File: config.mk
export PLATFORM = sky130hd
export DESIGN_NAME = pulse_width_encoder
export DESIGN_NICKNAME = d
export VERILOG_FILES = /design/src/rtl/array_pkg.sv /design/src/rtl/pulse_width_encoder.sv
export SDC_FILE = /design/constraint.sdc
export NUM_CORES = 1
export LEC_CHECK = 0
export BUFFER_PORTS_ARGS = -buffer_cell sky130_fd_sc_hd__buf_2
export CAP_MARGIN = 20
export CORE_MARGIN = 2
export CORE_UTILIZATION = 35
export CTS_BUF_LIST = sky130_fd_sc_hd__clkbuf_8
export DETAILED_ROUTE_END_ITERATION = 8
export PLACE_DENSITY = 0.85
export SYNTH_ARGS = -nofsm -noshare
export SYNTH_HDL_FRONTEND = slang
export SYNTH_SLANG_ARGS = --single-unit
File: constraint.sdc
create_clock -name clk -period 1.7 [get_ports clk]
set_clock_uncertainty 0.2 [all_clocks]
set_input_delay 0.34 -clock clk [delete_from_list [all_inputs] [get_ports clk]]
set_output_delay 0.34 -clock clk [all_outputs]
set_load 0.03 [all_outputs]
File: src/rtl/array_pkg.sv
package array_pkg;

  // ~~~~~~~~~~~~~~~~~~~~~~~~~~~~~~~~~~~~~~~~~~~~~~~~~~~~~~~~~~~~~~~~~~~~~~~~~
  // sizes
  localparam int NUM_CH  = 8;
  localparam int CH_W    = $clog2(NUM_CH);
  localparam int CYCLE_T = 512;
  localparam int CNT_W   = $clog2(CYCLE_T);
  localparam int MOD_LEN = 16;
  localparam int MOD_W   = $clog2(MOD_LEN);
  localparam int PWE_LEN = 256;

  // ~~~~~~~~~~~~~~~~~~~~~~~~~~~~~~~~~~~~~~~~~~~~~~~~~~~~~~~~~~~~~~~~~~~~~~~~~
  // address map
  localparam logic [31:0] ADDR_CTRL     = 32'h000;  // bit 0 enables modulation.
  localparam logic [31:0] ADDR_MOD_DIV  = 32'h004;
  localparam logic [31:0] ADDR_STEP_INT = 32'h008;
  localparam logic [31:0] ADDR_STEP_PH  = 32'h00C;
  localparam logic [31:0] BASE_MOD      = 32'h100;  // sample in bits 7:0.
  localparam logic [31:0] BASE_DRIVE    = 32'h200;  // intensity in 15:8 and phase in 7:0.
  localparam logic [31:0] BASE_PWE      = 32'h800;  // pulse width in bits 8:0.

  localparam logic [1:0] RESP_OKAY   = 2'b00;
  localparam logic [1:0] RESP_SLVERR = 2'b10;

  // ~~~~~~~~~~~~~~~~~~~~~~~~~~~~~~~~~~~~~~~~~~~~~~~~~~~~~~~~~~~~~~~~~~~~~~~~~
  // AXI4-Lite channels
  typedef struct packed {
    logic [31:0] awaddr;
    logic        awvalid;
    logic [31:0] wdata;
    logic [3:0]  wstrb;
    logic        wvalid;
    logic        bready;
    logic [31:0] araddr;
    logic        arvalid;
    logic        rready;
  } axil_req_t;

  typedef struct packed {
    logic        awready;
    logic        wready;
    logic [1:0]  bresp;
    logic        bvalid;
    logic        arready;
    logic [31:0] rdata;
    logic [1:0]  rresp;
    logic        rvalid;
  } axil_rsp_t;

  // ~~~~~~~~~~~~~~~~~~~~~~~~~~~~~~~~~~~~~~~~~~~~~~~~~~~~~~~~~~~~~~~~~~~~~~~~~
  // pipeline data
  typedef struct packed {
    logic [7:0] intensity;
    logic [7:0] phase;
  } drive_t;

  typedef struct packed {
    logic [CNT_W-1:0] width;
    logic [7:0]       phase;
  } pulse_t;

  typedef struct packed {
    logic        enable;
    logic [15:0] div;
  } mod_settings_t;

  typedef struct packed {
    logic [7:0] step_intensity;
    logic [7:0] step_phase;
  } silencer_settings_t;

  typedef struct packed {
    logic            valid;
    logic [CH_W-1:0] ch;
    drive_t          drive;
  } chan_stream_t;

  typedef struct packed {
    logic            valid;
    logic [CH_W-1:0] ch;
    pulse_t          pulse;
  } pulse_stream_t;

  typedef enum logic [1:0] {
    IDLE,
    WRITE_RESP,
    READ_RESP
  } axil_state_e;

endpackage
File: src/rtl/pulse_width_encoder.sv
`timescale 1ns/1ps
module pulse_width_encoder
  import array_pkg::*;
(
  input  logic             clk,
  input  logic             reset,
  input  chan_stream_t     din,
  output logic [7:0]       pwe_addr,
  input  logic [CNT_W-1:0] pwe_data,
  output pulse_stream_t    dout
);

  logic            d_valid;
  logic [CH_W-1:0] d_ch;
  logic [7:0]      d_phase;

  assign pwe_addr = din.drive.intensity;

  // channel and phase wait one cycle for the table read.
  always_ff @(posedge clk) begin
    if (reset) begin
      d_valid <= 1'b0;
    end else begin
      d_valid <= din.valid;
      d_ch    <= din.ch;
      d_phase <= din.drive.phase;
    end
  end

  always_comb begin
    dout.valid       = d_valid;
    dout.ch          = d_ch;
    dout.pulse.width = pwe_data;
    dout.pulse.phase = d_phase;
  end

endmodule

==> impl_results.md <==
* RD Place Congestion at 0.560
* CTS root buf: clkbuf_8
* # resized after CTS at 0
* Syn. warnings at 0
* Fin util at 41.7%
* Initial Utilization at 37.6%
* Longest Clk Path Bufs at 2
* CP Capture Type: primary output
* Vias in the first global route at 211
* Syn Nets at 63
* Clk slew on worst S/H paths at 0.05 ns
* Hold endpoint: d_valid
* Cells on Worst Hold Path at 2
* Area grow syn2layout at 10.9%
* Vias at 229
* Met2 WL post-DR at 344 µm
* TritonCTS buffer count at 3
* Yosys cell types at 5
* # DRC at 0
* Number of detailed-route iterations in the first pass at 2
* RSZ-0062 raised after global routing: no
* IO buf count at 25
* Mapped Area at 495 µm²
* Sequential share of the synthesized area at 70.7%
* Max-Cap Viols at 0
* Total track usage at 8.45%
* Die width at 41.6 µm
* Max Slew Vio Count at 0
* WL/cell at 11.2 µm
* # hold bufs at CTS at 0
* Worst setup path startpoint: d_phase[7]
* Top cell family by delay on the critical path: flip-flops
* Post-route ant nets at 0
* Worst stage delay on the critical path at 0.36 ns
* Grt ovf at 0
* FMAX at 0.757 GHz
* CP arrival at 0.78 ns
* Die height at 41.6 µm
* Full die area at 1730 µm²
* Post-Route M1 WL at 208 µm
* WS Path Type: reg2out
* Sequence of cells on the critical path: buf_2
* Startpoint Class: flip-flop
* Met3 WL at 96 µm
* Dpl cell area at 504 µm²
* IO Count at 60
* Fraction of layout cells with a size suffix above 1 at 65.1%
* # setup viols final at 0
* Status: complete, no violations
* Final worst setup slack at 0.379 ns
* Crit share post-route at 77.7%
* DRT iter0 DRCs at 1
* Final instance area at 549 µm²
* CTS Sinks at 12
* Routed WL at 649 µm
* Synthesis-stage register bit count at 12
* Site row count at 13
* Final #Nets at 75
* Crit path max fanout at 1
* Max layer used: met3
* Core Area at 1320 µm²
* Post-DR vias/cell at 3.95
* Critical Path RT at 1.16 ns
* Tightest Pin Transition at 0.395 ns
* HP Start: reset
* Hold_ws at 0.0775 ns
* CP max-delay cell: edfxtp_1
* CTS tree: yes
* Worst hold path type: in2reg
* Mean Syn Cell Area at 15.5 µm²
* Mapped Cells at 32
* Setup TNS at 0 ns
* Slew margin rel. at 73.6%
* Antenna violations before repair at 0
* Buf/Inv on CP at 1
* Leakage at 0.250 nW
* Fin crit period at 1.32 ns
* Largest net degree at the start of global routing at 12
* Global-route wire length before repair at 1.04 mm
* Post-CTS Setup Bufs at 0
* H-tree Lvls at 1
* Place WS at 0.381 ns
* Peak supply drop at 521 µV
* Power per cell area at 1250 nW/µm²
* Diode count at 0
* Final hold violations at 0
==> state kept, by name (all words and copies together), names as in the netlist <==
name and flops:
d_ch 3, d_phase 8, d_valid 1
==> cell families after synthesis <==
| logic type | synth area share, % |
|---|---|
| buf+inv | 28.0 |
| simple gates | 1.26 |
| flops | 70.7 |
==> stage by stage <==
step                power (mW)  std cells
floorplan                0.487         32
global placement         0.443         54
detailed placement       0.445         54
CTS                      0.696         58
global route             0.719         58
finish                   0.687         58
==> Yosys cell counts <==
library cell,count,area (µm²)
buf_4,18,135
dfxtp_1,1,20.0
inv_1,1,3.75
edfxtp_1,11,330
nor2b_1,1,6.26
==> cell type report <==
| cell class | count | area [µm²] |
|---|---|---|
| Clock buffer | 3 | 41.3 |
| Fill cell | 128 | 768 |
| Clock inverter | 1 | 3.75 |
| Inverter | 1 | 3.75 |
| Timing Repair Buffer | 25 | 125 |
| Sequential cell | 12 | 350 |
| Tap cell | 15 | 18.8 |
| Multi-Input combinational cell | 1 | 6.26 |
==> worst max path at each step <==
stage	end	cells after the start
2_1_floorplan	d_ch[0]	1
3_3_place_gp	d_ch[0]	2
3_5_place_dp	d_phase[7]	2
5_1_grt	dout[7]	1
6_report	dout[7]	1
4_1_cts	dout[7]	1
==> placed cells by master, fill, tap and decap left out <==
| master | n |
|---|---|
| buf_2 | 25 |
| inv_1 | 2 |
| edfxtp_1 | 11 |
| clkbuf_8 | 3 |
| nor2b_1 | 1 |
| dfxtp_1 | 1 |
==> power by group <==
part / switching [mW] / internal, mW / leakage [nW] / total [mW]
logic: 0.0604 / 0.0254 / 0.107 / 0.0858
registers: 0.00426 / 0.348 / 0.116 / 0.352
clock network: 0.0912 / 0.158 / 0.0269 / 0.249
total: 0.156 / 0.531 / 0.250 / 0.687
==> per-layer routing <==
metal | track usage [%] | up-vias
li1 | - | 110
met1 | 8.76 | 95
met2 | 12.2 | 24
met3 | 3.91 | 0
met4 | 8.39 | 0
met5 | 0 | -
(Power assumes the default switching activity.)
