File: src/rtl/array_pkg.sv
package array_pkg;

  // ~~~~~~~~~~~~~~~~~~~~~~~~~~~~~~~~~~~~~~~~~~~~~~~~~~~~~~~~~~~~~~~~~~~~~~~~~
  // sizes
  localparam int NUM_CH  = 8;
  localparam int CH_W    = $clog2(NUM_CH);
  localparam int CYCLE_T = 512;
  localparam int CNT_W   = $clog2(CYCLE_T);
  localparam int MOD_LEN = 16;
  localparam int MOD_W   = $clog2(MOD_LEN);
  localparam int PWE_LEN = 256;

  // ~~~~~~~~~~~~~~~~~~~~~~~~~~~~~~~~~~~~~~~~~~~~~~~~~~~~~~~~~~~~~~~~~~~~~~~~~
  // address map
  localparam logic [31:0] ADDR_CTRL     = 32'h000;  // bit 0 enables modulation.
  localparam logic [31:0] ADDR_MOD_DIV  = 32'h004;
  localparam logic [31:0] ADDR_STEP_INT = 32'h008;
  localparam logic [31:0] ADDR_STEP_PH  = 32'h00C;
  localparam logic [31:0] BASE_MOD      = 32'h100;  // sample in bits 7:0.
  localparam logic [31:0] BASE_DRIVE    = 32'h200;  // intensity in 15:8 and phase in 7:0.
  localparam logic [31:0] BASE_PWE      = 32'h800;  // pulse width in bits 8:0.

  localparam logic [1:0] RESP_OKAY   = 2'b00;
  localparam logic [1:0] RESP_SLVERR = 2'b10;

  // ~~~~~~~~~~~~~~~~~~~~~~~~~~~~~~~~~~~~~~~~~~~~~~~~~~~~~~~~~~~~~~~~~~~~~~~~~
  // AXI4-Lite channels
  typedef struct packed {
    logic [31:0] awaddr;
    logic        awvalid;
    logic [31:0] wdata;
    logic [3:0]  wstrb;
    logic        wvalid;
    logic        bready;
    logic [31:0] araddr;
    logic        arvalid;
    logic        rready;
  } axil_req_t;

  typedef struct packed {
    logic        awready;
    logic        wready;
    logic [1:0]  bresp;
    logic        bvalid;
    logic        arready;
    logic [31:0] rdata;
    logic [1:0]  rresp;
    logic        rvalid;
  } axil_rsp_t;

  // ~~~~~~~~~~~~~~~~~~~~~~~~~~~~~~~~~~~~~~~~~~~~~~~~~~~~~~~~~~~~~~~~~~~~~~~~~
  // pipeline data
  typedef struct packed {
    logic [7:0] intensity;
    logic [7:0] phase;
  } drive_t;

  typedef struct packed {
    logic [CNT_W-1:0] width;
    logic [7:0]       phase;
  } pulse_t;

  typedef struct packed {
    logic        enable;
    logic [15:0] div;
  } mod_settings_t;

  typedef struct packed {
    logic [7:0] step_intensity;
    logic [7:0] step_phase;
  } silencer_settings_t;

  typedef struct packed {
    logic            valid;
    logic [CH_W-1:0] ch;
    drive_t          drive;
  } chan_stream_t;

  typedef struct packed {
    logic            valid;
    logic [CH_W-1:0] ch;
    pulse_t          pulse;
  } pulse_stream_t;

  typedef enum logic [1:0] {
    IDLE,
    WRITE_RESP,
    READ_RESP
  } axil_state_e;

endpackage
File: src/rtl/time_cnt_generator.sv
`timescale 1ns/1ps
module time_cnt_generator
  import array_pkg::*;
(
  input  logic             clk,
  input  logic             reset,
  output logic [CNT_W-1:0] time_cnt,
  output logic             update
);

  always_ff @(posedge clk) begin
    if (reset) begin
      time_cnt <= '0;
    end else if (time_cnt == CNT_W'(CYCLE_T - 1)) begin
      time_cnt <= '0;
    end else begin
      time_cnt <= time_cnt + 1'b1;
    end
  end

  // one cycle at the start of every period.
  assign update = (time_cnt == '0);

endmodule

File: config.mk
export PLATFORM = sky130hd
export DESIGN_NAME = time_cnt_generator
export DESIGN_NICKNAME = d
export VERILOG_FILES = /design/src/rtl/array_pkg.sv /design/src/rtl/time_cnt_generator.sv
export SDC_FILE = /design/constraint.sdc
export NUM_CORES = 1
export LEC_CHECK = 0
export BUFFER_PORTS_ARGS = -buffer_cell sky130_fd_sc_hd__buf_2
export CORE_AREA = 2 2 39 41
export DETAILED_ROUTE_END_ITERATION = 8
export DIE_AREA = 0 0 41 43
export PLACE_DENSITY_LB_ADDON = 0.1
export SYNTH_ARGS = -nofsm -noshare
export SYNTH_HDL_FRONTEND = slang
export SYNTH_SLANG_ARGS = --single-unit
File: constraint.sdc
create_clock -name clk -period 2.15 [get_ports clk]
set_input_delay 0.43 -clock clk [delete_from_list [all_inputs] [get_ports clk]]
set_output_delay 0.43 -clock clk [all_outputs]
set_load 0.02 [all_outputs]
==> results.md <==
* Status: completed
* HP Class: primary input to flip-flop
* Final min period at 1.69 ns
* Ys Warns at 0
* Max Cap Viol at 0
* Largest family of logic cells by synthesized area: simple AND/OR/NAND/NOR gates
* LEAKAGE at around 0.22 nW
* CP startpoint kind: flip-flop
* CP Cell Sequence: inv_1 -> ha_1 -> and4b_2 -> buf_2
* Worst setup EP type: output pin
* CTS Buffer Depth at 2
* Setup ws final at 0.463 ns
* PwrDens at 677 nW/um^2
* Simple-gate share of the synthesized area at 0.278
* Total Wirelength at roughly 730 um
* Peak VDD IR at around 0.20 mV
* Post-CTS setup buffers at 0
* Post-synth ARST share at 0
* #FFs+latches synth at 9
* Worst slew margin at 0.839
* Synthesized Nets at 51
* Largest register FFs at 9
* Crit Path Category: flip-flop to output pin
* Cts bufs inserted at 3
* DRC Markers at 0
* Unrepaired setup endpoints after global routing: false
* Area delta synth->final at 24.1%
* Post-route design area at 503 sq um
* Biggest regs: time_cnt: 9 flops
* Vias per cell at approximately 4.6
* Chip Width at ~40 um
* Via Count at ~350
* Setup violators final at 0
* Die ar. at ~1800 sq um
* H-tree depth at 1
* Largest net degree at the start of global routing at 8
* IO Port Bufs at 11
* Hold Violations, Final at 0
* Crit-path max FO at 6
* Post-Layout Cell Count at 76
* Pre-CTS setup slack at 0.624 ns
* CP arrival at between 1 and 1.5 ns
* Post-synth top flop: dfxtp_1
* Overall Power at 0.341 mW
* Register share of total power at 0.523
* Post-Synthesis Cells at 46
* Routed Antenna Nets at 0
* Clock sink total at 9
* P_sw at around 0.084 mW
* Fillers at ~160
* DP HPWL at between 500 and 600 um
* Total track usage at 0.117
* Worst Path Required at 1.72 ns
* CTS hold repair buffers at 0
* Placed insts at 72
* Final nets at 66
* Hold WS at between 0.4 and 0.5 ns
* First-pass GRT wire length at between 1000 and 1500 um
* Die Span Y at between 40 and 50 um
* Congestion Overflow GR at 0
* Comb power frac at 0.098
* Clock Pin Slew Worst Setup and Hold Paths at about 0.060 ns
* Synth Area per Inst at between 8 and 9 sq um
* Drt pass-1 iters at 1
* Post-synthesis sequential area ratio at 0.444
* Placed instance area at around 480 sq um
* Synth Area in Adders at 0.0926
* Compound-Gate Fraction of Synth Area at 0.0741
* Share of layout cells above drive strength 1 at 0.283
* Clock Latency Late Sink at 0.26 ns
* Diode count at 0
* Root buf cell: clkbuf_4
* Reg2Reg Setup Slack at around 0.64 ns
* Final slew viol count at 0
* Fin util at 0.363
* Fmax at around 590 MHz
* Fin Setup TNS at 0 ns
* Syn Std Cell Area at just over 400 sq um
* CP max-delay cell: dfxtp_1
* Final setup skew at ~0.0046 ns
* Number of enable flip-flop cells after synthesis at 0
* Distinct cell type count after synthesis at 19
* Crit share post-route at 0.785
* Largest Register: time_cnt
* Least-Margin Pin Slew at 0.241 ns
* Initial antenna violation count at 0
* CTS tree: yes
* # rows at 14
* Sw frac at 0.246
* Placer congestion estimate at between 0.6 and 0.7
* PostCTS Resize Cnt at 0
* Drt initial violations at 0
* Pint at roughly 0.26 mW
* Placeable core area at between 1000 and 1500 sq um
* Number of global-route vias before repair at 320
* Initial Util at 0.293
* Clk pwr share at 0.378
* Crit path largest cell delay at approximately 0.40 ns
* XOR/XNOR Fraction of Synth Area at 0.0648
* Post-synthesis mux area share at 0
* WL/cell at 9.64 um
* I/O Pins at 12
[final timing paths]
kind / startpoint / to / cells after the start
max reg2reg: time_cnt[0] / time_cnt[5] / 6
min reg2reg: time_cnt[0] / time_cnt[0] / 1
min: reset / time_cnt[1] / 3
max: time_cnt[0] / update / 4
[power groups by stage]
stage / logic, mW / clock network (mW) / registers [mW]
2_1_floorplan: 0.0178 / 0 / 0.187
6_report: 0.0335 / 0.129 / 0.178
5_1_grt: 0.0380 / 0.144 / 0.179
3_5_place_dp: 0.0344 / 0 / 0.182
4_1_cts: 0.0344 / 0.136 / 0.178
3_3_place_gp: 0.0346 / 0 / 0.182
[synthesized netlist by cell type, types with 2 or more instances]
cell type / count / area, sq um
and2_1: 2 / 12.5
nand3_1: 2 / 10.0
ha_1: 3 / 37.5
xnor2_1: 2 / 17.5
dfxtp_1: 9 / 180
or3_1: 3 / 18.8
a21oi_1: 3 / 15.0
o21ai_0: 3 / 15.0
nor2_1: 6 / 22.5
inv_1: 4 / 15.0
[metal layers]
metal | GRT usage | wire length [um] | vias to the layer above
met1 | 0.164 | 371 | 151
met2 | 0.131 | 298 | 9
li1 | - | - | 183
met5 | 0 | 0 | -
met3 | 0.0471 | 37 | 4
met4 | 0.100 | 25 | 0
[worst max-delay path: cells and delay by family (launching register included)]
family        cells  cell delay [ns]
buf+inv           2             0.22
simple gates      1             0.19
flops             1             0.40
fa+ha+maj         1             0.19
[kinds of logic (layout without fill, tap and decap cells)]
family                   after synthesis  after routing
flip-flops                             9              9
buffers and inverters                  5             19
adder cells (fa/ha/maj)                3              3
XOR/XNOR                               3              3
AND/OR/NAND/NOR                       20             20
AO/OA/AOI/OAI                          6              6
[cells in the final DEF (no fill, tap or decap), drive strengths merged]
| cell | netlist | layout |
|---|---|---|
| o21ai | 3 | 3 |
| and4b | 1 | 1 |
| buf | 0 | 11 |
| or2 | 1 | 1 |
| dfxtp | 9 | 9 |
| ha | 3 | 3 |
| inv | 4 | 4 |
| nor3 | 1 | 1 |
| nor2 | 6 | 6 |
| nand3 | 3 | 3 |
| clkbuf | 1 | 4 |
| a21oi | 3 | 3 |
| nand2 | 1 | 1 |
| xnor2 | 2 | 2 |
| xor2 | 1 | 1 |
| nor4 | 1 | 1 |
| or3 | 3 | 3 |
| nand4 | 1 | 1 |
| and2 | 2 | 2 |
[final cells by class]
class                           instances  area, sq um  area share
Clock buffer                            4         26.3      0.0522
Inverter                                4         15.0      0.0299
Multi-Input combinational cell         32          206       0.410
Sequential cell                         9          180       0.358
Tap cell                               16         20.0      0.0398
Timing Repair Buffer                   11         55.1       0.109
Power figures use the tool's default switching activity.
