<file path="config.mk">
export PLATFORM = sky130hd
export DESIGN_NAME = silencer
export DESIGN_NICKNAME = d
export VERILOG_FILES = /design/src/rtl/array_pkg.sv /design/src/rtl/silencer.sv
export SDC_FILE = /design/constraint.sdc
export NUM_CORES = 1
export LEC_CHECK = 0
export BUFFER_PORTS_ARGS = -buffer_cell sky130_fd_sc_hd__buf_2
export CAP_MARGIN = 20
export CORE_MARGIN = 2
export CORE_UTILIZATION = 65
export DETAILED_ROUTE_END_ITERATION = 16
export PLACE_DENSITY = 0.91
export SLEW_MARGIN = 0
export SYNTH_ARGS = -nofsm -noshare
export SYNTH_HDL_FRONTEND = slang
export SYNTH_SLANG_ARGS = --single-unit
</file>
<file path="constraint.sdc">
create_clock -name clk -period 17.1 [get_ports clk]
set_input_delay 3.42 -clock clk [delete_from_list [all_inputs] [get_ports clk]]
set_output_delay 3.42 -clock clk [all_outputs]
set_load 0.02 [all_outputs]
</file>
<file path="src/rtl/array_pkg.sv">
package array_pkg;

  // ~~~~~~~~~~~~~~~~~~~~~~~~~~~~~~~~~~~~~~~~~~~~~~~~~~~~~~~~~~~~~~~~~~~~~~~~~
  // sizes
  localparam int NUM_CH  = 8;
  localparam int CH_W    = $clog2(NUM_CH);
  localparam int CYCLE_T = 512;
  localparam int CNT_W   = $clog2(CYCLE_T);
  localparam int MOD_LEN = 16;
  localparam int MOD_W   = $clog2(MOD_LEN);
  localparam int PWE_LEN = 256;

  // ~~~~~~~~~~~~~~~~~~~~~~~~~~~~~~~~~~~~~~~~~~~~~~~~~~~~~~~~~~~~~~~~~~~~~~~~~
  // address map
  localparam logic [31:0] ADDR_CTRL     = 32'h000;  // bit 0 enables modulation.
  localparam logic [31:0] ADDR_MOD_DIV  = 32'h004;
  localparam logic [31:0] ADDR_STEP_INT = 32'h008;
  localparam logic [31:0] ADDR_STEP_PH  = 32'h00C;
  localparam logic [31:0] BASE_MOD      = 32'h100;  // sample in bits 7:0.
  localparam logic [31:0] BASE_DRIVE    = 32'h200;  // intensity in 15:8 and phase in 7:0.
  localparam logic [31:0] BASE_PWE      = 32'h800;  // pulse width in bits 8:0.

  localparam logic [1:0] RESP_OKAY   = 2'b00;
  localparam logic [1:0] RESP_SLVERR = 2'b10;

  // ~~~~~~~~~~~~~~~~~~~~~~~~~~~~~~~~~~~~~~~~~~~~~~~~~~~~~~~~~~~~~~~~~~~~~~~~~
  // AXI4-Lite channels
  typedef struct packed {
    logic [31:0] awaddr;
    logic        awvalid;
    logic [31:0] wdata;
    logic [3:0]  wstrb;
    logic        wvalid;
    logic        bready;
    logic [31:0] araddr;
    logic        arvalid;
    logic        rready;
  } axil_req_t;

  typedef struct packed {
    logic        awready;
    logic        wready;
    logic [1:0]  bresp;
    logic        bvalid;
    logic        arready;
    logic [31:0] rdata;
    logic [1:0]  rresp;
    logic        rvalid;
  } axil_rsp_t;

  // ~~~~~~~~~~~~~~~~~~~~~~~~~~~~~~~~~~~~~~~~~~~~~~~~~~~~~~~~~~~~~~~~~~~~~~~~~
  // pipeline data
  typedef struct packed {
    logic [7:0] intensity;
    logic [7:0] phase;
  } drive_t;

  typedef struct packed {
    logic [CNT_W-1:0] width;
    logic [7:0]       phase;
  } pulse_t;

  typedef struct packed {
    logic        enable;
    logic [15:0] div;
  } mod_settings_t;

  typedef struct packed {
    logic [7:0] step_intensity;
    logic [7:0] step_phase;
  } silencer_settings_t;

  typedef struct packed {
    logic            valid;
    logic [CH_W-1:0] ch;
    drive_t          drive;
  } chan_stream_t;

  typedef struct packed {
    logic            valid;
    logic [CH_W-1:0] ch;
    pulse_t          pulse;
  } pulse_stream_t;

  typedef enum logic [1:0] {
    IDLE,
    WRITE_RESP,
    READ_RESP
  } axil_state_e;

endpackage
</file>
<file path="src/rtl/silencer.sv">
`timescale 1ns/1ps
module silencer
  import array_pkg::*;
(
  input  logic               clk,
  input  logic               reset,
  input  silencer_settings_t silencer_settings,
  input  chan_stream_t       din,
  output chan_stream_t       dout
);

  logic [7:0] cur_int [NUM_CH];
  logic [7:0] cur_ph [NUM_CH];
  logic [7:0] next_int;
  logic [7:0] next_ph;

  function automatic logic [7:0] move_int(input logic [7:0] cur, input logic [7:0] tgt,
                                          input logic [7:0] step);
    if (step == 8'd0) begin
      return tgt;
    end
    if (tgt >= cur) begin
      return (tgt - cur > step) ? cur + step : tgt;
    end
    return (cur - tgt > step) ? cur - step : tgt;
  endfunction

  // phase wraps at 256, so it takes the shorter way round.
  function automatic logic [7:0] move_phase(input logic [7:0] cur, input logic [7:0] tgt,
                                            input logic [7:0] step);
    logic [7:0] up;
    logic [7:0] down;
    up   = tgt - cur;
    down = cur - tgt;
    if (step == 8'd0 || up == 8'd0) begin
      return tgt;
    end
    if (up <= 8'd128) begin
      return (up > step) ? cur + step : tgt;  // a tie of 128 goes up.
    end
    return (down > step) ? cur - step : tgt;
  endfunction

  always_comb begin
    next_int = move_int(cur_int[din.ch], din.drive.intensity, silencer_settings.step_intensity);
    next_ph  = move_phase(cur_ph[din.ch], din.drive.phase, silencer_settings.step_phase);
  end

  always_ff @(posedge clk) begin
    if (reset) begin
      dout.valid <= 1'b0;
      for (int i = 0; i < NUM_CH; i++) begin
        cur_int[i] <= '0;
        cur_ph[i]  <= '0;
      end
    end else begin
      dout.valid           <= din.valid;
      dout.ch              <= din.ch;
      dout.drive.intensity <= next_int;
      dout.drive.phase     <= next_ph;
      if (din.valid) begin
        cur_int[din.ch] <= next_int;
        cur_ph[din.ch]  <= next_ph;
      end
    end
  end

endmodule

</file>
==> results.toml <==
[run_status]
outcome = "complete, no violations"

[sta]
finalSetupTns_ns = 0
hold_violations = 0
skew_ns = 0.00732
rsz0062_at_grt = "false"
fin_crit_ns = 9.94
finalWorstSetupSlack_ns = 7.16
setup_viol = 0
worst_pin_slew_ns = 1.09
maxSlewHeadroom_pct = 27.4
fmax_mhz = 101
fin_hold_ws_ns = 1.35
period_share_pct = 58.1
slew_viol_final = 0

[global_routing]
grt_remaining_overflow = 0
antenna_found_initial = 0
first_global_vias = 8435
grt_usage_pct = 35.4
grt_max_degree = 52
grt_pass1_wl_mm = 44.6

[cells_and_area]
area_delta_synth_final_pct = 10.1
drive_gt1_share_pct = 12.4
n_antenna_cell = 0
fin_cells = 1264
nets = 1176

[synth]
synth-async-reset-ratio_pct = 0
ys_ff_latch = 148
ys_warn_count = 0
synth_cells = 1005
synth.distinct_cells = 67
syn_area_sq_um = 10200
synth_ff_type = "edfxtp_1"
synth_seq_area_share_pct = 43.5
synth-edff-count = 147
syn_avg_cell_area_sq_um = 10.1
synth_nets = 1140

[floorplan]
rows = 45
core_sq_um = 15300
initial_core_util_pct = 66.8
fp.dieW_microns = 129
io-pin-count = 58
die_y_microns = 129
fp.dieArea_sq_um = 16700

[clock_tree]
clk-insertion-delay-late_ns = 0.43
post_cts_buffers = 0
htreeDepth = 4
max-clock-path-buffers = 2
clkTransAtPathRegs_ns = 0.06
hold_buffers = 0
cts_root_buf = "clkbuf_16"
cts.sinks = 148
cts_buffers = 17
cts_tree = "done"
cts_resized = 0

[setup_path]
worstSetupStartpointType = "input port"
worstPathArrival_ns = 10.07
cp.required_ns = 17.23
cp-end-kind = "register"
worstSetupPathType = "input port to register"
cp_max_fo = 51

[pwr]
power.density_nw_per_um2 = 113
p_leak_nw = 4.70
ir_drop_mv = 0.112
p_total_mw = 1.27

[route]
firstDrtPassIters = 6
drt-wirelength-per-cell_microns = 22.5
vias = 8586
drc = 0
wl_mm = 28.5
vias_per_cell = 6.79
drt-initial-drc-count = 1215
drtAntennaViolNets = 0

[place]
port_buffers = 57
hpwl_mm = 19.3
pre_cts_ws_ns = 7.00
dpl.cell_count = 1233
gp_congestion = 0.987

[worst_hold_path]
hold_path_class = "register to register"

[flow_run]
drv_cap = 0
[cell usage after synthesis (3+ instances only)]
cell type / number / share of area (%)
a221o_1: 5 / 0.49
nand2b_1: 10 / 0.61
nor3_1: 63 / 3.1
o31ai_1: 19 / 1.4
o221a_2: 4 / 0.44
buf_4: 3 / 0.22
fa_1: 8 / 1.6
nand3_1: 7 / 0.34
nor2_1: 117 / 4.3
o21ai_0: 30 / 1.5
a32oi_1: 4 / 0.34
and3_1: 8 / 0.49
mux4_2: 4 / 0.88
o21a_1: 10 / 0.74
ha_1: 89 / 11
edfxtp_1: 147 / 43
a21oi_1: 65 / 3.2
o21bai_1: 9 / 0.66
clkbuf_1: 35 / 1.3
a221oi_1: 11 / 0.95
xnor2_1: 20 / 1.7
a21boi_0: 3 / 0.22
xor2_1: 10 / 0.86
buf_2: 8 / 0.39
o32ai_4: 4 / 1.1
a211oi_1: 7 / 0.52
and2_1: 7 / 0.43
nor2b_1: 18 / 1.1
mux2i_1: 18 / 1.8
inv_1: 78 / 2.9
or4_1: 4 / 0.29
nand4_1: 8 / 0.49
nor3b_1: 4 / 0.29
mux2_2: 7 / 0.77
a22o_1: 13 / 1.1
a31oi_1: 5 / 0.31
a22oi_1: 17 / 1.3
o211ai_1: 12 / 0.88
a21o_1: 20 / 1.5
nand2_1: 57 / 2.1
or2_2: 3 / 0.18
or3_1: 3 / 0.18
[worst max-delay path: stages]
cell and delay [ns]:
buf_2 0.08, buf_4 0.55, nor2_1 0.31, a22oi_1 0.26
nor2_1 0.07, nor3_1 0.77, inv_1 0.28, fa_1 0.51
a21o_1 0.18, a21oi_1 0.24, o21bai_1 0.09, a21oi_1 0.18
xnor2_1 0.09, ha_1 0.30, and3_1 0.20, a21boi_0 0.18
o21ai_0 0.21, a211oi_1 0.86, o21ai_0 0.23, a21oi_1 0.81
nor3_1 0.18
[where the power goes]
part / internal [mW] / switching [mW] / total [mW]
clock network: 0.246 / 0.157 / 0.402
registers: 0.434 / 0.00815 / 0.442
logic: 0.143 / 0.283 / 0.425
total: 0.823 / 0.447 / 1.27
[path summary, 6_finish.rpt]
check | cells past startpoint | slack [ns] | start | to
max reg2reg | 19 | 10.59 | cur_int[2][1] | cur_int[1][5]
min | 5 | 1.35 | cur_ph[6][0] | dout[0]
max | 21 | 7.16 | din[18] | cur_int[1][5]
min reg2reg | 5 | 1.35 | cur_ph[6][0] | dout[0]
[registers in the layout, summed over array words and instances, names as in the netlist]
name / cells
cur_ph: 64
cur_int: 64
dout: 20
[metrics by stage]
step	instance area, sq um	util (%)
6_report	11200	73.6
3_5_place_dp	10600	69.5
3_3_place_gp	10600	69.5
2_1_floorplan	10200	-
4_1_cts	11200	73.6
5_1_grt	11200	73.6
[cells in the final DEF, fill, tap and decap left out, drive strengths merged, types with 5 or more instances in the layout]
cell / Yosys / layout
nand2b: 10 / 10
nor2: 117 / 117
ha: 89 / 89
and2: 7 / 7
xnor2: 20 / 20
a22o: 13 / 13
nor2b: 18 / 18
a22oi: 19 / 19
nor3: 63 / 63
clkbuf: 35 / 17
mux2: 8 / 8
buf: 14 / 66
a21o: 20 / 20
o21bai: 9 / 9
o21ai: 31 / 31
a31oi: 5 / 5
mux2i: 18 / 18
o31ai: 20 / 20
a21oi: 66 / 66
inv: 79 / 84
a221o: 5 / 5
and3: 8 / 8
nand4: 8 / 8
fa: 8 / 8
o21a: 10 / 10
nand2: 57 / 57
xor2: 10 / 10
o211ai: 12 / 12
a221oi: 11 / 11
a211oi: 8 / 8
edfxtp: 147 / 147
nand3: 7 / 7
[metal layers]
layer | wire, microns | GRT usage [%] | vias to the layer above
met5 | 0 | 0 | -
met1 | 11000 | 47.4 | 4050
li1 | - | - | 3787
met4 | 989 | 13.5 | 0
met3 | 3290 | 7.51 | 117
met2 | 13200 | 57.1 | 632
[kinds of logic (layout without fill, tap and decap cells)]
kind of cell,after synthesis,in the layout,share of synthesized area [%]
flip-flops,148,148,43.5
XOR/XNOR,30,30,2.58
AO/OA/AOI/OAI,255,255,18.2
AND/OR/NAND/NOR,316,316,14.6
buffers and inverters,129,177,5.03
adder cells (fa/ha/maj),97,97,12.5
multiplexers,30,30,3.57
[layout make-up]
class	instances	area, sq um
clock buffer	17	425
multi-input combinational	728	5250
clock inverter	14	201
timing repair buffer	66	353
tap	211	264
inverter	80	300
sequential	148	4430
fill	1028	4030
Power figures use the tool's default switching activity.
