### src/rtl/array_pkg.sv
package array_pkg;

  // ~~~~~~~~~~~~~~~~~~~~~~~~~~~~~~~~~~~~~~~~~~~~~~~~~~~~~~~~~~~~~~~~~~~~~~~~~
  // sizes
  localparam int NUM_CH  = 8;
  localparam int CH_W    = $clog2(NUM_CH);
  localparam int CYCLE_T = 512;
  localparam int CNT_W   = $clog2(CYCLE_T);
  localparam int MOD_LEN = 16;
  localparam int MOD_W   = $clog2(MOD_LEN);
  localparam int PWE_LEN = 256;

  // ~~~~~~~~~~~~~~~~~~~~~~~~~~~~~~~~~~~~~~~~~~~~~~~~~~~~~~~~~~~~~~~~~~~~~~~~~
  // address map
  localparam logic [31:0] ADDR_CTRL     = 32'h000;  // bit 0 enables modulation.
  localparam logic [31:0] ADDR_MOD_DIV  = 32'h004;
  localparam logic [31:0] ADDR_STEP_INT = 32'h008;
  localparam logic [31:0] ADDR_STEP_PH  = 32'h00C;
  localparam logic [31:0] BASE_MOD      = 32'h100;  // sample in bits 7:0.
  localparam logic [31:0] BASE_DRIVE    = 32'h200;  // intensity in 15:8 and phase in 7:0.
  localparam logic [31:0] BASE_PWE      = 32'h800;  // pulse width in bits 8:0.

  localparam logic [1:0] RESP_OKAY   = 2'b00;
  localparam logic [1:0] RESP_SLVERR = 2'b10;

  // ~~~~~~~~~~~~~~~~~~~~~~~~~~~~~~~~~~~~~~~~~~~~~~~~~~~~~~~~~~~~~~~~~~~~~~~~~
  // AXI4-Lite channels
  typedef struct packed {
    logic [31:0] awaddr;
    logic        awvalid;
    logic [31:0] wdata;
    logic [3:0]  wstrb;
    logic        wvalid;
    logic        bready;
    logic [31:0] araddr;
    logic        arvalid;
    logic        rready;
  } axil_req_t;

  typedef struct packed {
    logic        awready;
    logic        wready;
    logic [1:0]  bresp;
    logic        bvalid;
    logic        arready;
    logic [31:0] rdata;
    logic [1:0]  rresp;
    logic        rvalid;
  } axil_rsp_t;

  // ~~~~~~~~~~~~~~~~~~~~~~~~~~~~~~~~~~~~~~~~~~~~~~~~~~~~~~~~~~~~~~~~~~~~~~~~~
  // pipeline data
  typedef struct packed {
    logic [7:0] intensity;
    logic [7:0] phase;
  } drive_t;

  typedef struct packed {
    logic [CNT_W-1:0] width;
    logic [7:0]       phase;
  } pulse_t;

  typedef struct packed {
    logic        enable;
    logic [15:0] div;
  } mod_settings_t;

  typedef struct packed {
    logic [7:0] step_intensity;
    logic [7:0] step_phase;
  } silencer_settings_t;

  typedef struct packed {
    logic            valid;
    logic [CH_W-1:0] ch;
    drive_t          drive;
  } chan_stream_t;

  typedef struct packed {
    logic            valid;
    logic [CH_W-1:0] ch;
    pulse_t          pulse;
  } pulse_stream_t;

  typedef enum logic [1:0] {
    IDLE,
    WRITE_RESP,
    READ_RESP
  } axil_state_e;

endpackage
### src/rtl/modulation.sv
`timescale 1ns/1ps
module modulation
  import array_pkg::*;
(
  input  logic             clk,
  input  logic             reset,
  input  logic             update,
  input  mod_settings_t    mod_settings,
  output logic [CH_W-1:0]  drive_addr,
  input  drive_t           drive_data,
  output logic [MOD_W-1:0] mod_addr,
  input  logic [7:0]       mod_data,
  output chan_stream_t     dout
);

  logic [15:0]      div_cnt;
  logic [MOD_W-1:0] idx;
  logic             busy;
  logic [CH_W-1:0]  rd_ch;
  logic             rd_valid;
  logic [CH_W-1:0]  rd_ch_d;
  logic [15:0]      product;

  assign drive_addr = rd_ch;
  assign mod_addr   = idx;
  assign product    = drive_data.intensity * mod_data;

  always_ff @(posedge clk) begin
    if (reset) begin
      div_cnt <= '0;
      idx     <= '0;
    end else if (update) begin
      if (!mod_settings.enable) begin
        div_cnt <= '0;
        idx     <= '0;
      end else if (div_cnt == mod_settings.div) begin
        div_cnt <= '0;
        idx     <= idx + 1'b1;  // wraps at MOD_LEN.
      end else begin
        div_cnt <= div_cnt + 1'b1;
      end
    end
  end

  // ~~~~~~~~~~~~~~~~~~~~~~~~~~~~~~~~~~~~~~~~~~~~~~~~~~~~~~~~~~~~~~~~~~~~~~~~~
  // channel stream, one drive read per cycle after update
  always_ff @(posedge clk) begin
    if (reset) begin
      busy     <= 1'b0;
      rd_ch    <= '0;
      rd_valid <= 1'b0;
    end else begin
      rd_valid <= busy;
      rd_ch_d  <= rd_ch;
      if (update) begin
        busy  <= 1'b1;
        rd_ch <= '0;
      end else if (busy) begin
        rd_ch <= rd_ch + 1'b1;
        if (rd_ch == CH_W'(NUM_CH - 1)) begin
          busy <= 1'b0;
        end
      end
    end
  end

  always_ff @(posedge clk) begin
    if (reset) begin
      dout.valid <= 1'b0;
    end else begin
      dout.valid           <= rd_valid;
      dout.ch              <= rd_ch_d;
      dout.drive.phase     <= drive_data.phase;
      dout.drive.intensity <= mod_settings.enable ? product[15:8] : drive_data.intensity;
    end
  end

endmodule

### config.mk
export PLATFORM = sky130hd
export DESIGN_NAME = modulation
export DESIGN_NICKNAME = d
export VERILOG_FILES = /design/src/rtl/array_pkg.sv /design/src/rtl/modulation.sv
export SDC_FILE = /design/constraint.sdc
export NUM_CORES = 1
export LEC_CHECK = 0
export BUFFER_PORTS_ARGS = -buffer_cell sky130_fd_sc_hd__buf_2
export CAP_MARGIN = 20
export CORE_AREA = 3 3 89 91
export DETAILED_ROUTE_END_ITERATION = 7
export DIE_AREA = 0 0 92 94
export PLACE_DENSITY = 0.84
export SLEW_MARGIN = 40
export SYNTH_ARGS = -nofsm -noshare
export SYNTH_HDL_FRONTEND = slang
export SYNTH_SLANG_ARGS = --single-unit
### constraint.sdc
create_clock -name clk -period 5 [get_ports clk]
set_input_delay 0.5 -clock clk [delete_from_list [all_inputs] [get_ports clk]]
set_output_delay 0.5 -clock clk [all_outputs]
set_load 0.01 [all_outputs]
==> run_results.csv, run 1 <==
group,metric,value,unit
yosys,synth_cell_type_count,47,
critical_path,start_kind,"input port",
placed_design,gp_congestion,0.904,
hold_path,min_path_type,"input port to register",
yosys,synth.net_count,530,
clock_network,clk_latency,0.29,ns
placed_design,port_buffers,70,
clock_network,cts.clk_slew.worst_paths,0.09,ns
yosys,synth_top_area_share,17.3,%
placed_design,dp_cells,576,
yosys,yosys_warnings,0,
yosys,synth_edf_count,22,
drt,postRouteAntennaNets,0,
finish,nNetsFinal,600,
finish,fin_util,64.1,%
critical_path,startpoint,"drive_data[10]",
finish,drive_above_1_share,17.1,%
placed_design,placed_cell_area,4490,um^2
sta,fin_crit,4.49,ns
critical_path,crit_required,5.11,ns
drt,wire_per_inst,14.9,um
yosys,synth.area.top_cells,"fa_1, edfxtp_1, dfxtp_1",
clock_network,cts_tree,"yes",
finish,instances_no_fill,584,
drt,num_vias,3264,
critical_path,ff2ff_path_depth,5,
yosys,yosysTopAreaCell,"fa_1",
drt,wl,8.68,mm
critical_path,timing.rr.start,"div_cnt[3]$_SDFFE_PP0P_",
grt,grt.overflow.total,0,
floorplanning,die-area,8650,um^2
sta,setup_tns,0,ns
clock_network,root_buffer,"clkbuf_8",
grt,grt_pass1_wl,14.6,mm
grt,grt_usage,20.8,%
power,power_density,320,nW/um^2
floorplanning,die_y,94,um
critical_path,crit_arrival,4.61,ns
sta,max_slew_margin,49.7,%
sta,post-route-period-util,89.9,%
grt,grt_pass1_vias,3238,
sta,final-hold-violation-count,0,
drt,dr_wl_met2,4.34,mm
sta,tightest_slew,0.754,ns
clock_network,cts_setup_buffers,0,
clock_network,hold_buffers,0,
finish,stdcell_area,4620,um^2
finish,diodes,0,
yosys,yosys_most_used_dff,"dfxtp_1",
grt,antenna_found_initial,0,
drt,route.met3.wl,466,um
drt,drt_iter0_drc,204,
power,peakVddDrop,275,uV
sta,setup_viol,0,
sta,clock_skew,0.00983,ns
clock_network,cts.sinks,48,
clock_network,clockBufferDepth,2,
floorplanning,core,7210,um^2
yosys,netlist_area,4050,um^2
clock_network,h-tree-depth,2,
sta,rsz0062_at_grt,"false",
yosys,synthCells,414,
yosys,yosysMostFrequentCell,"and2_1",
drt,viasPerCell,5.59,
drt,first_pass_iters,5,
yosys,synth_commonest_cells,"and2_1, inv_1, ha_1, fa_1, nand2_1",
critical_path,r2r_slack,2.82,ns
drt,drc_errors,0,
yosys,yosysSeqAreaShare,29.2,%
critical_path,critPathCapture,"dout[14]$_DFFE_PN_",
critical_path,critPathMaxFanout,9,
drt,wl_met1,3.72,mm
critical_path,reg2reg_to,"mod_addr[0]$_SDFFE_PP0P_",
finish,area_growth,14.1,%
sta,fmax,223,MHz
power,leakagePower,0.00215,uW
sta,finalMaxSlewViolations,0,
floorplanning,die_width,92,um
outcome,run_status,"complete, no violations",
yosys,synth-seq-cells,48,
grt,grt_start_max_net_pins,23,
floorplanning,rows,31,
yosys,async_flop_share,0,%
clock_network,cts_resized,0,
critical_path,critPathKind,"input port to register",
yosys,syn_area_per_cell,9.79,um^2
job,drv_cap,0,
clock_network,cts_made_buffers,5,
critical_path,worst_setup_path_end_kind,"register",
drt,top_layer_used,"met4",
placed_design,place_hpwl,6.95,mm
floorplanning,initial_core_util,56.2,%
floorplanning,io_pins,71,
-- registers in the layout, summed over array words and instances (netlist names) --
register	cells
busy	1
drive_addr	3
dout	20
rd_valid	1
mod_addr	4
rd_ch_d	3
div_cnt	16
-- where the power goes --
part	total (uW)	internal [uW]	switching [uW]
sequential	463	453	10.1
combinational	711	290	421
clock	308	181	127
total	1480	924	558
-- how the worst min path moves through the flow --
stage / startpoint / to / slack (ns) / cells past startpoint
2_1_floorplan: rd_ch_d[0]$_DFFE_PN_ / dout[16]$_DFFE_PN_ / 0.40 / 0
3_3_place_gp: rd_ch_d[0]$_DFFE_PN_ / dout[16]$_DFFE_PN_ / 0.41 / 0
3_5_place_dp: rd_ch_d[2]$_DFFE_PN_ / dout[18]$_DFFE_PN_ / 0.41 / 0
4_1_cts: drive_data[1] / dout[1]$_DFFE_PN_ / 0.37 / 1
5_1_grt: drive_data[1] / dout[1]$_DFFE_PN_ / 0.36 / 1
6_report: drive_data[1] / dout[1]$_DFFE_PN_ / 0.38 / 1
-- cell usage in the layout (no fill, tap or decap), drive strengths merged, types with 3 or more instances in the layout --
cell and n:
nor4 5, nor2 25, nor3 8, and2 51
a21oi 16, dfxtp 26, xor2 24, inv 48
or4 3, fa 35, ha 37, nor2b 3
buf 70, nand3 8, o21ai 5, o211ai 3
xnor2 10, nand2 28, edfxtp 22, and4 3
a211o 5, and3 3, nand4 13, clkbuf 6
-- logic make-up after synthesis --
| family | synth area share (%) |
|---|---|
| XOR/XNOR | 7.35 |
| adder cells (fa/ha/maj) | 28.7 |
| AND/OR/NAND/NOR | 21.0 |
| AO/OA/AOI/OAI | 7.57 |
| multiplexers | 0.772 |
| flip-flops | 29.2 |
| buffers and inverters | 5.40 |
-- worst max-delay path, stage by stage --
cell	delay, ns
buf_2	0.16
and2_1	0.19
fa_1	0.51
fa_1	0.52
fa_1	0.55
inv_1	0.05
fa_1	0.52
inv_1	0.04
ha_1	0.38
a21oi_1	0.27
o21ai_0	0.14
a311o_1	0.35
o21a_1	0.20
o31ai_1	0.23
-- stage by stage --
| step | hold WS [ns] | power (uW) | setup WS, ns |
|---|---|---|---|
| 2_1_floorplan | 0.400 | 977 | 0.594 |
| 3_3_place_gp | 0.405 | 1130 | 0.346 |
| 3_5_place_dp | 0.413 | 1160 | 0.253 |
| 4_1_cts | 0.365 | 1480 | 0.498 |
| 5_1_grt | 0.363 | 1600 | 0.307 |
| 6_report | 0.377 | 1480 | 0.506 |
-- per-layer routing --
metal  vias up  global-route usage, %
met5         -                      0
met4         0                   5.69
met3        22                   3.45
met2       121                   35.8
met1      1581                   27.2
li1       1540                      -
-- final cells by class --
type                            count  area, um^2
Tap cell                           99         124
Timing Repair Buffer               70         350
Clock inverter                      2        38.8
Clock buffer                        6        93.8
Sequential cell                    48        1180
Multi-Input combinational cell    310        2650
Inverter                           49         184
Fill cell                         622        2590
Power figures use the tool's default switching activity.
==> inputs of run 2 (changes only) <==
Settings changed: ABC_AREA set to 1, CORE_AREA 3 3 89 91 to 2 2 91 93, DIE_AREA 0 0 92 94 to 0 0 93 95, PLACE_DENSITY 0.84 to 0.85, SLEW_MARGIN 40 to 20.
==> run 2 against run 1 <==
Effect of this change:
- routed wire length up 7.2%
- setup slack better by 0.34 ns
- sequential share of layout area shrank 1.8 points
- register-to-register slack improved by 0.48 ns
- critical endpoint is now dout[15]$_DFFE_PN_
- largest power group unchanged
==> run_results.csv, run 2 <==
group,metric,value,unit
floorplanning,core,7930,um^2
clock_network,clk_latency,0.30,ns
critical_path,crit_arrival,4.21,ns
yosys,yosysMostFrequentCell,"nand2_1",
yosys,synthCells,615,
finish,stdcell_area,4980,um^2
drt,num_vias,3801,
floorplanning,die-area,8840,um^2
sta,fin_crit,4.15,ns
yosys,synth_commonest_cells,"nand2_1, inv_1, nor2_1, ha_1, fa_1",
sta,finalMaxSlewViolations,0,
yosys,yosysTopAreaCell,"fa_1",
sta,rsz0062_at_grt,"false",
yosys,yosysSeqAreaShare,26.5,%
power,combPwrFrac,50.2,%
power,peakVddDrop,128,uV
job,drv_cap,0,
grt,grt_pass1_wl,15.5,mm
placed_design,gp_congestion,0.889,
placed_design,port_buffers,70,
hold_path,min_path_type,"input port to register",
placed_design,dp_cells,771,
yosys,synth_top_area_share,15.7,%
clock_network,cts_tree,"yes",
floorplanning,rows,33,
drt,wl_met1,4.20,mm
sta,setup_tns,0,ns
finish,largest_register_ff_count,20,
finish,diodes,0,
finish,instances_no_fill,779,
yosys,synth.net_count,731,
floorplanning,die_width,93,um
finish,drive_above_1_share,13.2,%
critical_path,critPathKind,"input port to register",
floorplanning,io_pins,71,
drt,drc_errors,0,
placed_design,placed_cell_area,4860,um^2
drt,first_pass_iters,4,
drt,postRouteAntennaNets,0,
yosys,synth-seq-cells,48,
yosys,netlist_area,4460,um^2
drt,viasPerCell,4.88,
power,p_seq_share,31.1,%
finish,nNetsFinal,789,
floorplanning,die_y,95,um
grt,grt_pass1_vias,3557,
power,p_int,904,uW
clock_network,hold_buffers,0,
clock_network,h-tree-depth,2,
floorplanning,initial_core_util,56.3,%
clock_network,cts_setup_buffers,0,
clock_network,cts_resized,0,
clock_network,cts_made_buffers,5,
yosys,yosys_warnings,0,
drt,route.met3.wl,424,um
yosys,yosys_most_used_dff,"dfxtp_1",
sta,max_slew_margin,33.4,%
drt,drt_iter0_drc,181,
clock_network,cts.sinks,48,
finish,area_growth,11.7,%
sta,setup_viol,0,
sta,final.setup.worst_slack,0.848,ns
outcome,run_status,"complete, no violations",
finish,registers.top_by_ff_count,"dout",
sta,clock_skew,0.00852,ns
placed_design,place_hpwl,7.66,mm
sta,final-hold-violation-count,0,
sta,tightest_slew,0.998,ns
drt,wl,9.31,mm
yosys,synth.area.top_cells,"fa_1, nand2_1, edfxtp_1",
critical_path,worst_setup_path_end_kind,"register",
grt,grt_usage,21.9,%
finish,layout.cells.most_common_list,"nand2_1, inv_1, buf_2",
clock_network,root_buffer,"clkbuf_8",
grt,antenna_found_initial,0,
sta,fmax,241,MHz
finish,layout.cells.most_common,"nand2_1",
clock_network,clockBufferDepth,2,
power,switching_share,39.7,%
yosys,syn_area_per_cell,7.25,um^2
critical_path,crit_required,5.05,ns
power,leakagePower,0.00289,uW
sta,whs,0.372,ns
clock_network,cts.clk_slew.worst_paths,0.08,ns
drt,dr_wl_met2,4.55,mm
critical_path,start_kind,"input port",
power,switchingPower,596,uW
grt,grt_start_max_net_pins,27,
power,clkPwrFrac,18.7,%
sta,post-route-period-util,83.0,%
placed_design,place_ws,0.543,ns
power,power_density,301,nW/um^2
grt,grt.overflow.total,0,
yosys,async_flop_share,0,%
drt,top_layer_used,"met4",
yosys,synth_edf_count,22,
yosys,synth_cell_type_count,31,
drt,wire_per_inst,12.0,um
critical_path,critPathMaxFanout,8,
## run 2: final timing paths
path / startpoint / end / slack (ns) / cells after the start
min: drive_data[0] / dout[0]$_DFFE_PN_ / 0.37 / 1
min reg2reg: rd_valid$_SDFF_PP0_ / dout[19]$_SDFF_PP0_ / 0.42 / 2
max reg2reg: div_cnt[0]$_SDFFE_PP0P_ / div_cnt[12]$_SDFFE_PP0P_ / 3.30 / 8
max: drive_data[9] / dout[15]$_DFFE_PN_ / 0.85 / 17
## run 2: final cells by class
cell class,count,area [um^2]
Clock buffer,8,123
Fill cell,673,2950
Inverter,145,544
Multi-Input combinational cell,403,2650
Sequential cell,48,1180
Tap cell,105,131
Timing Repair Buffer,70,350
## run 2: worst max-delay path, cell delays in order
cell	delay [ns]
buf_2	0.16
nand2_1	0.09
inv_1	0.06
fa_1	0.51
fa_1	0.52
fa_1	0.55
inv_1	0.05
fa_1	0.53
inv_1	0.04
ha_1	0.35
a21o_1	0.20
a21oi_1	0.22
nor2_1	0.07
nor2_1	0.13
nand3_1	0.09
nand3_1	0.09
nand2_1	0.05
## run 2: routing by layer
metal	GRT usage (%)	vias up
met5	0	-
met1	27.7	1747
met2	40.2	109
li1	-	1934
met3	2.55	11
met4	5.64	0
## run 2: cell families after synthesis
group / Yosys count / synth area share (%)
and+or+nand+nor: 288 / 26.6
DFF: 48 / 26.5
adders and majority gates: 72 / 26.1
buffers and inverters: 164 / 14.1
AOI/OAI and AO/OA: 25 / 3.23
xor gates and xnor gates: 18 / 3.53
## run 2: power by group through the flow
| stage | Sequential, uW | Clock (uW) | Combinational, uW |
|---|---|---|---|
| finish | 466 | 280 | 753 |
| global placement | 474 | 0 | 725 |
| detailed placement | 476 | 0 | 749 |
| CTS | 467 | 287 | 754 |
| floorplan | 488 | 0 | 558 |
| global route | 470 | 300 | 877 |
## run 2: per-stage QoR
step / total power [uW] / utilization, %
CTS: 1510 / 62.8
detailed placement: 1220 / 61.3
floorplan: 1050 / -
global route: 1650 / 62.8
finish: 1500 / 62.8
global placement: 1200 / 61.3
